### src/verilog/wordAligner_settings.svh
// Aligner constants; WA_BUFFER_WORDS must stay 4 and WA_COMMA_DELAY must be at least 2
`ifndef WORD_ALIGNER_SETTINGS_SVH
`define WORD_ALIGNER_SETTINGS_SVH

////////////////////////////////////////////////////////////////////////////
// Comma search
////////////////////////////////////////////////////////////////////////////

// Consecutive commas needed before an offset is accepted
// Run counters are 4 bits wide so keep this below 16
`define WA_COMMAS_TO_DETECT 3

// K28 comma searched for (1, 5 or 7)
`define WA_COMMA_SELECT 5

////////////////////////////////////////////////////////////////////////////
// Synchronization
////////////////////////////////////////////////////////////////////////////

// Stages in the comma-found delay line
`define WA_COMMA_DELAY 4

// Consecutive code errors that drop synchronization
`define WA_ERROR_TRIGGER 4

// Word shift buffer depth, tied to the offset rule
`define WA_BUFFER_WORDS 4

`endif

### src/verilog/lineCodePkg.sv
// 8b/10b line code definitions; bit 9 of a code group is the first bit on the line
`default_nettype none

package lineCodePkg;

  // One 10-bit code group as received
  typedef logic [9:0] codeGroup_t;

  // K28.1 comma
  // Pos is the group sent at positive running disparity
  localparam codeGroup_t k28Dot1Pos = 10'b1100000110;
  localparam codeGroup_t k28Dot1Neg = 10'b0011111001;

  // K28.5 comma
  // The usual idle and alignment character
  localparam codeGroup_t k28Dot5Pos = 10'b1100000101;
  localparam codeGroup_t k28Dot5Neg = 10'b0011111010;

  // K28.7 comma
  // Repeated K28.7 can alias at other offsets
  localparam codeGroup_t k28Dot7Pos = 10'b1100000111;
  localparam codeGroup_t k28Dot7Neg = 10'b0011111000;

  // All three share the comma prefix 0011111 or 1100000
  // Bits 9 down to 3 carry it
  // Only these three K codes contain a singular comma

endpackage

`default_nettype wire

### src/verilog/alignerPkg.sv
// Aligner internal types; offsets run 0 to 9 and all counters are 4 bits wide
`default_nettype none

package alignerPkg;

  // Bit offset inside the 20-bit word pair
  typedef logic [3:0] wordOffset_t;

  // One found flag per offset
  typedef logic [9:0] offsetMask_t;

  // Consecutive comma run length
  typedef logic [3:0] runCount_t;

  // Offset selection FSM
  // Idle waits for a search request
  // Select waits for exactly one found offset
  // Lock holds the offset until the monitor confirms sync
  // Settle is one cycle before returning to Idle
  typedef enum logic [1:0] {
    Idle   = 2'b00,
    Select = 2'b01,
    Lock   = 2'b10,
    Settle = 2'b11
  } alignState_t;

  // Search/sync FSM of the monitor
  typedef enum logic {
    Search = 1'b0,
    Sync   = 1'b1
  } syncState_t;

  // Consecutive code error count
  typedef logic [3:0] errorCount_t;

endpackage

`default_nettype wire

### src/verilog/codeGroupBuffer.sv
// Four-word buffer and offset tap; output lags the completing word by 3 cycles and is 0 without an offset
`timescale 1ns/10ps
`default_nettype none

`include "wordAligner_settings.svh"

module codeGroupBuffer
  import lineCodePkg::*, alignerPkg::*;
(
  input  wire         CLK,
  input  wire         aresetn,
  input  codeGroup_t  dataIn,
  input  wordOffset_t offset,
  input  logic        offsetValid,
  output logic [19:0] window,
  output codeGroup_t  alignedData
);

  // Word 0 is the newest
  codeGroup_t wordBuf [`WA_BUFFER_WORDS];

  // Oldest pair feeds the output tap
  logic [19:0] tapPair;
  codeGroup_t  tapGroup;

  ////////////////////////////////////////////////////////////////////////////
  // Shift buffer
  ////////////////////////////////////////////////////////////////////////////

  always_ff @(posedge CLK or negedge aresetn)
  begin
    if (!aresetn)
    begin
      for (int w = 0; w < `WA_BUFFER_WORDS; w++)
        wordBuf[w] <= '0;
    end
    else
    begin
      wordBuf[0] <= dataIn;
      for (int w = 1; w < `WA_BUFFER_WORDS; w++)
        wordBuf[w] <= wordBuf[w-1];
    end
  end

  // Newest word in the low half
  assign window  = {wordBuf[1], wordBuf[0]};
  // Same pair two cycles later
  assign tapPair = {wordBuf[3], wordBuf[2]};

  ////////////////////////////////////////////////////////////////////////////
  // Output selector
  ////////////////////////////////////////////////////////////////////////////

  // Ten-way mux, offset k takes pair bits k+9 down to k
  always_comb
  begin
    tapGroup = '0;
    for (int k = 0; k < 10; k++)
      if (offset == wordOffset_t'(k))
        tapGroup = tapPair[k +: 10];
  end

  // Zero until an offset has been chosen
  always_ff @(posedge CLK or negedge aresetn)
  begin
    if (!aresetn)
      alignedData <= '0;
    else if (!offsetValid)
      alignedData <= '0;
    else
      alignedData <= tapGroup;
  end

endmodule

`default_nettype wire

### src/verilog/commaScanner.sv
// Per-offset comma run counters; once any offset is found all comparators stay blocked until scanEnable drops
`timescale 1ns/10ps
`default_nettype none

`include "wordAligner_settings.svh"

module commaScanner
  import lineCodePkg::*, alignerPkg::*;
(
  input  wire         CLK,
  input  wire         aresetn,
  input  logic [19:0] window,
  input  logic        scanEnable,
  output offsetMask_t offsetHot
);

  ////////////////////////////////////////////////////////////////////////////
  // Comma selection
  ////////////////////////////////////////////////////////////////////////////

  // Anything other than 1 or 7 falls back to K28.5
  localparam codeGroup_t commaPos =
    (`WA_COMMA_SELECT == 1) ? k28Dot1Pos :
    (`WA_COMMA_SELECT == 7) ? k28Dot7Pos :
                              k28Dot5Pos;
  localparam codeGroup_t commaNeg =
    (`WA_COMMA_SELECT == 1) ? k28Dot1Neg :
    (`WA_COMMA_SELECT == 7) ? k28Dot7Neg :
                              k28Dot5Neg;

  localparam runCount_t runTarget = runCount_t'(`WA_COMMAS_TO_DETECT);

  // Freezes detection once an offset is found
  logic anyHot;

  assign anyHot = |offsetHot;

  ////////////////////////////////////////////////////////////////////////////
  // Ten comparators and run counters
  ////////////////////////////////////////////////////////////////////////////

  for (genvar k = 0; k < 10; k++)
  begin : gOffset
    codeGroup_t slice;
    logic       match;
    runCount_t  runCount;
    logic       hot;

    // Group at offset k
    assign slice = window[k+9:k];
    // Either disparity counts
    assign match = !anyHot && ((slice == commaPos) || (slice == commaNeg));

    always_ff @(posedge CLK or negedge aresetn)
    begin
      if (!aresetn)
      begin
        runCount <= '0;
        hot      <= 1'b0;
      end
      else if (!scanEnable)
      begin
        runCount <= '0;
        hot      <= 1'b0;
      end
      else if (runCount >= runTarget)
      begin
        // Run complete, hold count and flag it
        hot <= 1'b1;
      end
      else if (match)
        runCount <= runCount + runCount_t'(1);
      else
        runCount <= '0;
    end

    assign offsetHot[k] = hot;
  end

endmodule

`default_nettype wire

### src/verilog/alignController.sv
// Offset selection FSM; several offsets found at once restart the search and aligned waits for the monitor
`timescale 1ns/10ps
`default_nettype none

module alignController
  import alignerPkg::*;
(
  input  wire         CLK,
  input  wire         aresetn,
  input  offsetMask_t offsetHot,
  input  logic        searching,
  output logic        scanEnable,
  output wordOffset_t offset,
  output logic        offsetValid,
  output logic        aligned
);

  alignState_t alignState;

  // Flag decode
  wordOffset_t hotOffset;
  logic [3:0]  hotCount;

  ////////////////////////////////////////////////////////////////////////////
  // Flag decode
  ////////////////////////////////////////////////////////////////////////////

  // Index of the highest set flag and the number of set flags
  always_comb
  begin
    hotOffset = '0;
    hotCount  = '0;
    for (int k = 0; k < 10; k++)
      if (offsetHot[k])
      begin
        hotOffset = wordOffset_t'(k);
        hotCount  = hotCount + 4'd1;
      end
  end

  // Scanner runs only while a search is open
  assign scanEnable = ((alignState == Select) || (alignState == Lock)) && !aligned;

  ////////////////////////////////////////////////////////////////////////////
  // Selection FSM
  ////////////////////////////////////////////////////////////////////////////

  always_ff @(posedge CLK or negedge aresetn)
  begin
    if (!aresetn)
    begin
      alignState  <= Idle;
      offset      <= '0;
      offsetValid <= 1'b0;
      aligned     <= 1'b0;
    end
    else
    begin
      case (alignState)
        Idle:
          if (searching)
          begin
            alignState  <= Select;
            offsetValid <= 1'b0;
            aligned     <= 1'b0;
          end
        Select:
          if (hotCount == 4'd1)
          begin
            offset      <= hotOffset;
            offsetValid <= 1'b1;
            alignState  <= Lock;
          end
          else if (hotCount != 4'd0)
            alignState <= Idle;   // ambiguous, search again
        Lock:
          if (!searching)
          begin
            // Monitor has confirmed the comma run
            aligned    <= 1'b1;
            alignState <= Settle;
          end
        default:
          alignState <= Idle;
      endcase
    end
  end

endmodule

`default_nettype wire

### src/verilog/syncMonitor.sv
// Search/sync FSM; codeError is active high and searching restarts after WA_ERROR_TRIGGER errors in a row
`timescale 1ns/10ps
`default_nettype none

`include "wordAligner_settings.svh"

module syncMonitor
  import alignerPkg::*;
(
  input  wire         CLK,
  input  wire         aresetn,
  input  offsetMask_t offsetHot,
  input  logic        codeError,
  output logic        searching
);

  localparam errorCount_t errorTrigger = errorCount_t'(`WA_ERROR_TRIGGER);

  // Comma-found path
  logic [`WA_COMMA_DELAY-1:0] commaDelay;
  logic                       found;

  syncState_t  syncState;
  errorCount_t errorCount;

  ////////////////////////////////////////////////////////////////////////////
  // Comma-found delay line
  ////////////////////////////////////////////////////////////////////////////

  // Gives the controller time to latch the offset first
  always_ff @(posedge CLK or negedge aresetn)
  begin
    if (!aresetn)
    begin
      commaDelay <= '0;
      found      <= 1'b0;
    end
    else
    begin
      commaDelay <= {commaDelay[`WA_COMMA_DELAY-2:0], |offsetHot};
      found      <= commaDelay[`WA_COMMA_DELAY-1];
    end
  end

  ////////////////////////////////////////////////////////////////////////////
  // Search/sync FSM
  ////////////////////////////////////////////////////////////////////////////

  always_ff @(posedge CLK or negedge aresetn)
  begin
    if (!aresetn)
    begin
      syncState <= Search;
      searching <= 1'b1;
    end
    else
    begin
      case (syncState)
        Search:
          if (found)
          begin
            syncState <= Sync;
            searching <= 1'b0;
          end
        Sync:
          // Too many bad groups in a row
          if (errorCount >= errorTrigger)
          begin
            syncState <= Search;
            searching <= 1'b1;
          end
        default:
        begin
          syncState <= Search;
          searching <= 1'b1;
        end
      endcase
    end
  end

  // Consecutive errors only, one good group clears it
  always_ff @(posedge CLK or negedge aresetn)
  begin
    if (!aresetn)
      errorCount <= '0;
    else if ((syncState == Sync) && codeError)
      errorCount <= errorCount + errorCount_t'(1);
    else
      errorCount <= '0;
  end

endmodule

`default_nettype wire

### src/verilog/wordAligner.sv
// 8b/10b word aligner top; dataIn arrives every clock with bit 9 first and there is no back-pressure
`timescale 1ns/10ps
`default_nettype none

module wordAligner
  import lineCodePkg::*, alignerPkg::*;
(
  input  wire        CLK,
  input  wire        aresetn,
  input  codeGroup_t dataIn,
  input  logic       codeError,
  output codeGroup_t alignedData,
  output logic       aligned
);

  // Newest two words for the comparators
  logic [19:0] window;
  // One flag per found offset
  offsetMask_t offsetHot;
  logic        scanEnable;
  // Chosen offset and its qualifier
  wordOffset_t offset;
  logic        offsetValid;
  // High while no lock is held
  logic        searching;

  // Buffer and output tap
  codeGroupBuffer codeGroupBuffer_i (
    .CLK         (CLK),
    .aresetn     (aresetn),
    .dataIn      (dataIn),
    .offset      (offset),
    .offsetValid (offsetValid),
    .window      (window),
    .alignedData (alignedData)
  );

  // Comma run detection at all ten offsets
  commaScanner commaScanner_i (
    .CLK        (CLK),
    .aresetn    (aresetn),
    .window     (window),
    .scanEnable (scanEnable),
    .offsetHot  (offsetHot)
  );

  // Offset choice and aligned flag
  alignController alignController_i (
    .CLK         (CLK),
    .aresetn     (aresetn),
    .offsetHot   (offsetHot),
    .searching   (searching),
    .scanEnable  (scanEnable),
    .offset      (offset),
    .offsetValid (offsetValid),
    .aligned     (aligned)
  );

  // Sync confirmation and loss detection
  syncMonitor syncMonitor_i (
    .CLK       (CLK),
    .aresetn   (aresetn),
    .offsetHot (offsetHot),
    .codeError (codeError),
    .searching (searching)
  );

endmodule

`default_nettype wire

### config.mk
export PLATFORM = sky130hd
export DESIGN_NAME = wordAligner
export DESIGN_NICKNAME = d
export VERILOG_FILES = /design/src/verilog/lineCodePkg.sv /design/src/verilog/alignerPkg.sv /design/src/verilog/codeGroupBuffer.sv /design/src/verilog/commaScanner.sv /design/src/verilog/alignController.sv /design/src/verilog/syncMonitor.sv /design/src/verilog/wordAligner.sv
export VERILOG_INCLUDE_DIRS = /design/src /design/src/verilog
export SDC_FILE = /design/constraint.sdc
export NUM_CORES = 1
export LEC_CHECK = 0
export BUFFER_PORTS_ARGS = -buffer_cell sky130_fd_sc_hd__buf_2
export CAP_MARGIN = 20
export CORE_MARGIN = 2
export CORE_UTILIZATION = 58
export CTS_BUF_LIST = sky130_fd_sc_hd__clkbuf_8
export DETAILED_ROUTE_END_ITERATION = 10
export GPL_TIMING_DRIVEN = 0
export PLACE_DENSITY = 0.76
export RECOVER_POWER = 50
export SLEW_MARGIN = 20
export SYNTH_ARGS = -nofsm -noshare
export SYNTH_HDL_FRONTEND = slang
export SYNTH_SLANG_ARGS = --single-unit
### constraint.sdc
create_clock -name CLK -period 4.9 [get_ports CLK]
set_input_delay 0.245 -clock CLK [delete_from_list [all_inputs] [get_ports CLK]]
set_output_delay 0.245 -clock CLK [all_outputs]
set_load 0.03 [all_outputs]
; ---- Yosys cells after proc, flatten, opt, wreduce, memory -nomap -nowiden
; Cells that the tools add are included.
; Widths: inputs -> output; s select.
[totals]
register_bits = 118
elab_cells = 257
[classes]
add_sub_neg = 20
n_lt_le_gt_ge = 11
n_eq_ne = 58
n_mux = 97
bitwise = 1
n_reduce_logical = 36
[ops]
columns = operator, n
row1 = $mux 4, 42
row2 = $mux 10, 11
row3 = $eq 10x10->1 const B, 10
row4 = $eq 10x8->1 const B, 10
row5 = $add 4x1->4 const B, 19
row6 = $ne 2x2->1 const B, 23
row7 = $ge 4x2->1 const B, 10
row8 = $mux 1, 29
row9 = $eq 4x3->1 const B, 4
row10 = $logic_and 1x1->1, 12
row11 = $mux 2, 6
row12 = $mux 3, 4
row13 = $logic_or 1x1->1, 11
row14 = $reduce_or 10->1, 1
row15 = $reduce_and 3->1, 3
row16 = $eq 4x1->1 const B, 2
row17 = $eq 4x2->1 const B, 2
row18 = $eq 4x4->1 const B, 2
row19 = $pmux 1 s2, 4
row20 = $pmux 2 s3, 1
row21 = $ge 4x3->1 const B, 1
row22 = $logic_not 4->1, 1
row23 = $ne 2x1->1 const B, 2
row24 = $reduce_and 2->1, 2
row25 = other kinds (9), 11

; ---- Logic depth before layout (Yosys ltp)
[depth]
depth_word = 23
mapped_depth = 29

; ---- Cells and area by module
; From an unflattened synthesis, not the netlist that was laid out.
[unflattened]
cells_unflattened = 628
hier_area_um2 = 6598.8
[modules_own_cells]
columns = module, instances, cells_per_inst, area_each_um2, seq_area_each_um2
row1 = commaScanner, 1, 259, 2631.3, 1251.2
row2 = codeGroupBuffer, 1, 163, 2097.0, 1226.2
row3 = alignController, 1, 176, 1471.4, 200.2
row4 = syncMonitor, 1, 30, 399.1, 276.5

; ---- Worst setup path after synthesis
; Ideal clock, no wire load.
[synth_timing]
path_type = register to register
start = reg commaScanner_i.gOffset[1].hot
end = reg alignController_i.alignState[1]
setup_time_ps = 126
t_arrival_ps = 5311
setup_slack_ps = -537
path_stages_with_launch = 30
path_buffers = 1
synth_period_minus_slack_ps = 5437
path_cell_list = dfrtp_1 > inv_1 > ha_1 > buf_4 > xor2_1 > ha_1 > nor2b_1 > a31oi_1 > ha_1 > nand2_1 > nand2_1 > ha_1 > nor2b_1 > a21oi_1 > ha_1 > nand2_1 > o21ai_0 > ha_1 > a21oi_1 > nand2_1 > ha_1 > nor2_1 > a31oi_1 > ha_1 > nand3b_1 > nor2_1 > a211oi_4 > nor2_1 > mux2_4 > o32a_1
[synth_between]
elab_chain_cells = 20
word_cells_on_any_way = 23
classes_between = add/sub (8) / eq/ne (2) / mux (11) / reduce/logical (2)
[synth_lines]
columns = item, line_no
row1 = from (decl), commaScanner.sv:47  ; logic hot;
row2 = from (signal assigned), commaScanner.sv:59  ; hot <= 1'b0;
row3 = from (signal assigned), commaScanner.sv:64  ; hot <= 1'b0;
row4 = from (signal assigned), commaScanner.sv:69  ; hot <= 1'b1;
row5 = $mux 4 (*), alignController.sv:34  ; if (offsetHot[k])
row6 = $add 4x1->4, alignController.sv:37  ; hotCount = hotCount + 4'd1;
row7 = $mux 4 (*), alignController.sv:34
row8 = $add 4x1->4, alignController.sv:37
row9 = $mux 4 (*), alignController.sv:34
row10 = $add 4x1->4, alignController.sv:37
row11 = $mux 4 (*), alignController.sv:34
row12 = $add 4x1->4, alignController.sv:37
row13 = [4 not listed], -
row14 = $mux 4 (*), alignController.sv:34
row15 = $add 4x1->4, alignController.sv:37
row16 = $mux 4 (*), alignController.sv:34
row17 = $add 4x1->4, alignController.sv:37
row18 = $mux 4 (*), alignController.sv:34
row19 = $eq 4x1->1 or $reduce_bool 4->1 (tied branches), "alignController.sv:68, alignController.sv:74"
row20 = $ne 3x3->1 (no line) or $mux 2 (tied branches), -
row21 = $reduce_and 3->1 (no line) or $pmux 2 s3 (tied branches), -
row22 = to (signal assigned), alignController.sv:72  ; alignState <= Lock;
row23 = to (signal assigned), alignController.sv:75  ; alignState <= Idle;
row24 = to (signal assigned), alignController.sv:81  ; alignState <= Settle;
row25 = to (decl), alignController.sv:18  ; alignState_t alignState;
; Every way passes the cells marked *; elsewhere a longest branch is shown, timed or not.
; A chain may end at the register's enable or synchronous reset.

; ---- Worst setup path after layout
[layout_timing]
start = reg commaScanner_i.gOffset[1].hot
end = reg alignController_i.offset[0]
[layout_between]
elab_chain_cells = 19
word_cells_on_any_way = 28
classes_between = add/sub (8) / eq/ne (1) / mux (18) / reduce/logical (1)
[layout_lines]
columns = item, line_no
row1 = $mux 4, alignController.sv:34
row2 = $add 4x1->4, alignController.sv:37
row3 = $mux 4, alignController.sv:34
row4 = $add 4x1->4, alignController.sv:37
row5 = $mux 4, alignController.sv:34
row6 = $add 4x1->4, alignController.sv:37
row7 = $mux 4, alignController.sv:34
row8 = $add 4x1->4, alignController.sv:37
row9 = [3 not listed], -
row10 = $add 4x1->4, alignController.sv:37
row11 = $mux 4, alignController.sv:34
row12 = $add 4x1->4, alignController.sv:37
row13 = $mux 4, alignController.sv:34
row14 = $add 4x1->4, alignController.sv:37
row15 = $mux 4, alignController.sv:34
row16 = $eq 4x1->1, alignController.sv:68  ; if (hotCount == 4'd1)
row17 = $reduce_and 2->1 (no line), -
row18 = to (signal assigned), alignController.sv:70  ; offset <= hotOffset;
row19 = to (decl), alignController.sv:13  ; output wordOffset_t offset,
; Several ways; a longest one is shown, not always the timed one.

==> flow_metrics.env <==
export IMPL_synth_seq_cells=118
export IMPL_synth_seq_area_share_pct=48.1
export IMPL_relSlewSlack_pct=-41.7
export IMPL_end_kind="register"
export IMPL_worst_slack_ns=-0.516
export IMPL_ys_flop_type="dfrtp_1"
export IMPL_n_fill_cell=740
export IMPL_fin_crit_ns=5.42
export IMPL_areaGrowthSynthToFinish_pct=20.5
export IMPL_drive_gt1_share_pct=21.0
export IMPL_slowest_stage="dfrtp_1"
export IMPL_synth_area_leader_cell="dfrtp_1"
export IMPL_setup_viol=7
export IMPL_routed_via_density=6.00
export IMPL_drc=0
export IMPL_root_buffer="clkbuf_8"
export IMPL_synth_top_area_share_pct=47.6
export IMPL_core_mm2=0.0103
export IMPL_gp_congestion=0.896
export IMPL_fin_crit_sh_pct=111
export IMPL_numPortBuffers=23
export IMPL_synth_async_reset_ratio_pct=100
export IMPL_violations="capacitance limit, slew limit, setup timing"
export IMPL_stdcell_area_mm2=0.00741
export IMPL_finClkSkew_ns=0.00791
export IMPL_slew_violations=121
export IMPL_path_clk_slew_ns=0.07
export IMPL_cpMostUsedCell="ha_1"
export IMPL_worstHoldPathType="in2reg"
export IMPL_netlist_instances=619
export IMPL_finalNetCount=738
export IMPL_cts_buffer_depth=2
export IMPL_finalPower_uw=2120
export IMPL_syn_area_per_cell_um2=9.93
export IMPL_vias=5094
export IMPL_hold_viol_final=0
export IMPL_grt_pass1_vias=4980
export IMPL_htreeDepth=4
export IMPL_ir_drop_v=0.000237
export IMPL_worstPathMaxFanout=5
export IMPL_path_class="reg2reg"
export IMPL_synth_warnings=0
export IMPL_die_h_um=107
export IMPL_clk_latency_ns=0.45
export IMPL_antenna_found_initial=0
export IMPL_grt_max_degree=79
export IMPL_leakage_uw=0.00334
export IMPL_first_pass_iters=6
export IMPL_setup_tns_ns=-3.20
export IMPL_max_stage_delay_ns=0.41
export IMPL_wl_per_cell_um=16.5
export IMPL_grt_usage_pct=26.3
export IMPL_mostFrequentLayoutCells="dfrtp_1, nand2_1, nor2_1"
export IMPL_synth_nets=657
export IMPL_ios=24
export IMPL_maxCapViolCount=2
export IMPL_fmax_mhz=185
export IMPL_rsz0062_at_grt="yes"
export IMPL_die_area_mm2=0.0114
export IMPL_dpl_hpwl_mm=9.11
export IMPL_tightest_slew_ns=2.13
export IMPL_syn_area_mm2=0.00614
export IMPL_required_ns=5.23
export IMPL_num_rows=37
export IMPL_synth_area_leaders="dfrtp_1, ha_1, nand2_1, o21ai_0, nor2_1"
export IMPL_status="complete, but fails checks"
export IMPL_cts_tree="done"
export IMPL_grt_pass1_wl_mm=23.5
export IMPL_dieWidth_um=107
export IMPL_start_kind="register"
export IMPL_ys_types=73
export IMPL_dpl_cell_area_mm2=0.00650
export IMPL_ant_nets=0
export IMPL_drt_total_wl_mm=14.0
export IMPL_gr_total_overflow=0
export IMPL_final_common_cell="dfrtp_1"
export IMPL_powerDensity_mw_per_mm2=286
export IMPL_insertedDiodeCount=0
export IMPL_cts_buffers=17
export IMPL_drt_iter0_drc=456
export IMPL_cts_sinks=118
export IMPL_synth_edf_count=0
export IMPL_crit_arrival_ns=5.74
export IMPL_start_util_pct=59.5
==> kinds of logic after synthesis <==
logic type / synth area share, %
simple gates: 21.1
compound gates: 14.0
flops: 48.1
buf+inv: 3.95
fa+ha+maj: 5.09
xor+xnor: 4.68
mux: 3.14
==> layout make-up <==
cell class	count	area [um^2]	area share, %
Buffer	37	153	2.06
Clock buffer	20	275	3.72
Clock inverter	12	200	2.70
Inverter	22	82.6	1.11
Multi-Input combinational cell	441	3130	42.2
Sequential cell	118	2950	39.9
Tap cell	136	170	2.30
Timing Repair Buffer	63	443	5.98
==> power by group <==
group          switching, uW  internal, uW  leakage (uW)
Combinational           45.1          26.2       0.00155
Clock                    390           645      0.000236
Sequential              22.4           991       0.00156
==> per-layer routing <==
| layer | track usage, % | vias up | routed length [um] |
|---|---|---|---|
| li1 | - | 2390 | - |
| met1 | 32.1 | 2438 | 5700 |
| met2 | 44.2 | 221 | 6950 |
| met3 | 6.20 | 45 | 861 |
| met4 | 12.1 | 0 | 455 |
| met5 | 0 | - | 0 |
==> through the flow <==
stage	setup slack [ns]	hold slack, ns	utilization (%)	instances
finish	-0.516	0.0838	71.7	849
global route	-0.795	0.0843	71.7	849
CTS	-0.466	0.0570	70.4	843
detailed placement	-0.915	0.182	63.0	779
global placement	-0.777	0.332	62.6	778
floorplan	-0.460	-0.0506	-	619
==> critical path, delay by kind of cell, from the launching register on <==
| family | cells | cell delay (ns) |
|---|---|---|
| xor+xnor | 1 | 0.19 |
| simple gates | 10 | 1.17 |
| compound gates | 6 | 0.69 |
| mux | 1 | 0.30 |
| buf+inv | 2 | 0.26 |
| fa+ha+maj | 8 | 2.28 |
| flops | 1 | 0.41 |
==> path summary, 6_finish.rpt <==
check,startpoint,endpoint,slack (ns),cells after the start
hold / removal,codeError,syncMonitor_i.errorCount[1],0.08,2
setup / recovery,commaScanner_i.gOffset[1].hot,alignController_i.offset[0],-0.52,28
min in group asynchronous,aresetn,codeGroupBuffer_i.alignedData[3],0.96,2
setup reg to reg,commaScanner_i.gOffset[1].hot,alignController_i.offset[0],-0.52,28
hold reg to reg,syncMonitor_i.commaDelay[2],syncMonitor_i.commaDelay[3],0.35,0
max in group asynchronous,aresetn,commaScanner_i.gOffset[5].runCount[1],1.23,3
==> flip-flops by register name, summed over array words and instances, names as in the netlist <==
| signal | flops |
|---|---|
| commaScanner_i.gOffset.runCount | 40 |
| codeGroupBuffer_i.window | 20 |
| codeGroupBuffer_i.tapPair | 19 |
| codeGroupBuffer_i.alignedData | 10 |
| commaScanner_i.gOffset.hot | 10 |
| alignController_i.offset | 4 |
| syncMonitor_i.commaDelay | 4 |
| syncMonitor_i.errorCount | 4 |
| alignController_i.alignState | 2 |
| alignController_i.aligned | 1 |
| alignController_i.offsetValid | 1 |
| syncMonitor_i.found | 1 |
| syncMonitor_i.searching | 1 |
| syncMonitor_i.syncState | 1 |
==> synthesized netlist by cell type (2+ instances only) <==
library cell,instances
nor4_1,11
buf_2,2
nand3b_1,2
inv_2,3
xor2_1,4
a41oi_1,2
nand2b_1,7
nor4b_1,4
nor3_1,15
a22oi_1,3
o32a_1,2
xnor2_1,9
mux2_2,11
nor2_1,45
a222oi_1,9
nand2_1,81
buf_1,2
inv_1,19
o221ai_1,10
and2_1,21
nand3_1,15
nor4bb_1,2
nand4_1,9
o21ai_0,34
nor2b_1,9
a211oi_1,3
or3_1,7
buf_4,2
dfrtp_1,117
mux2_1,3
and3_1,5
ha_1,25
mux2i_1,2
a31oi_1,15
o31ai_1,2
or2_2,2
nand4b_1,4
xnor2_2,2
a31o_2,4
nor3b_1,5
clkbuf_1,31
a21oi_1,28
==> repair_timing <==
action	4_1_cts	5_1_grt
resized for setup	6	21
setup endpoints to repair	7	7
buffers inserted	22	6
hold buffers	11	0
cloned	0	0
pin swaps	17	18
hold endpoints to repair	49	0
Note: power is estimated with default switching activity, not from simulation.
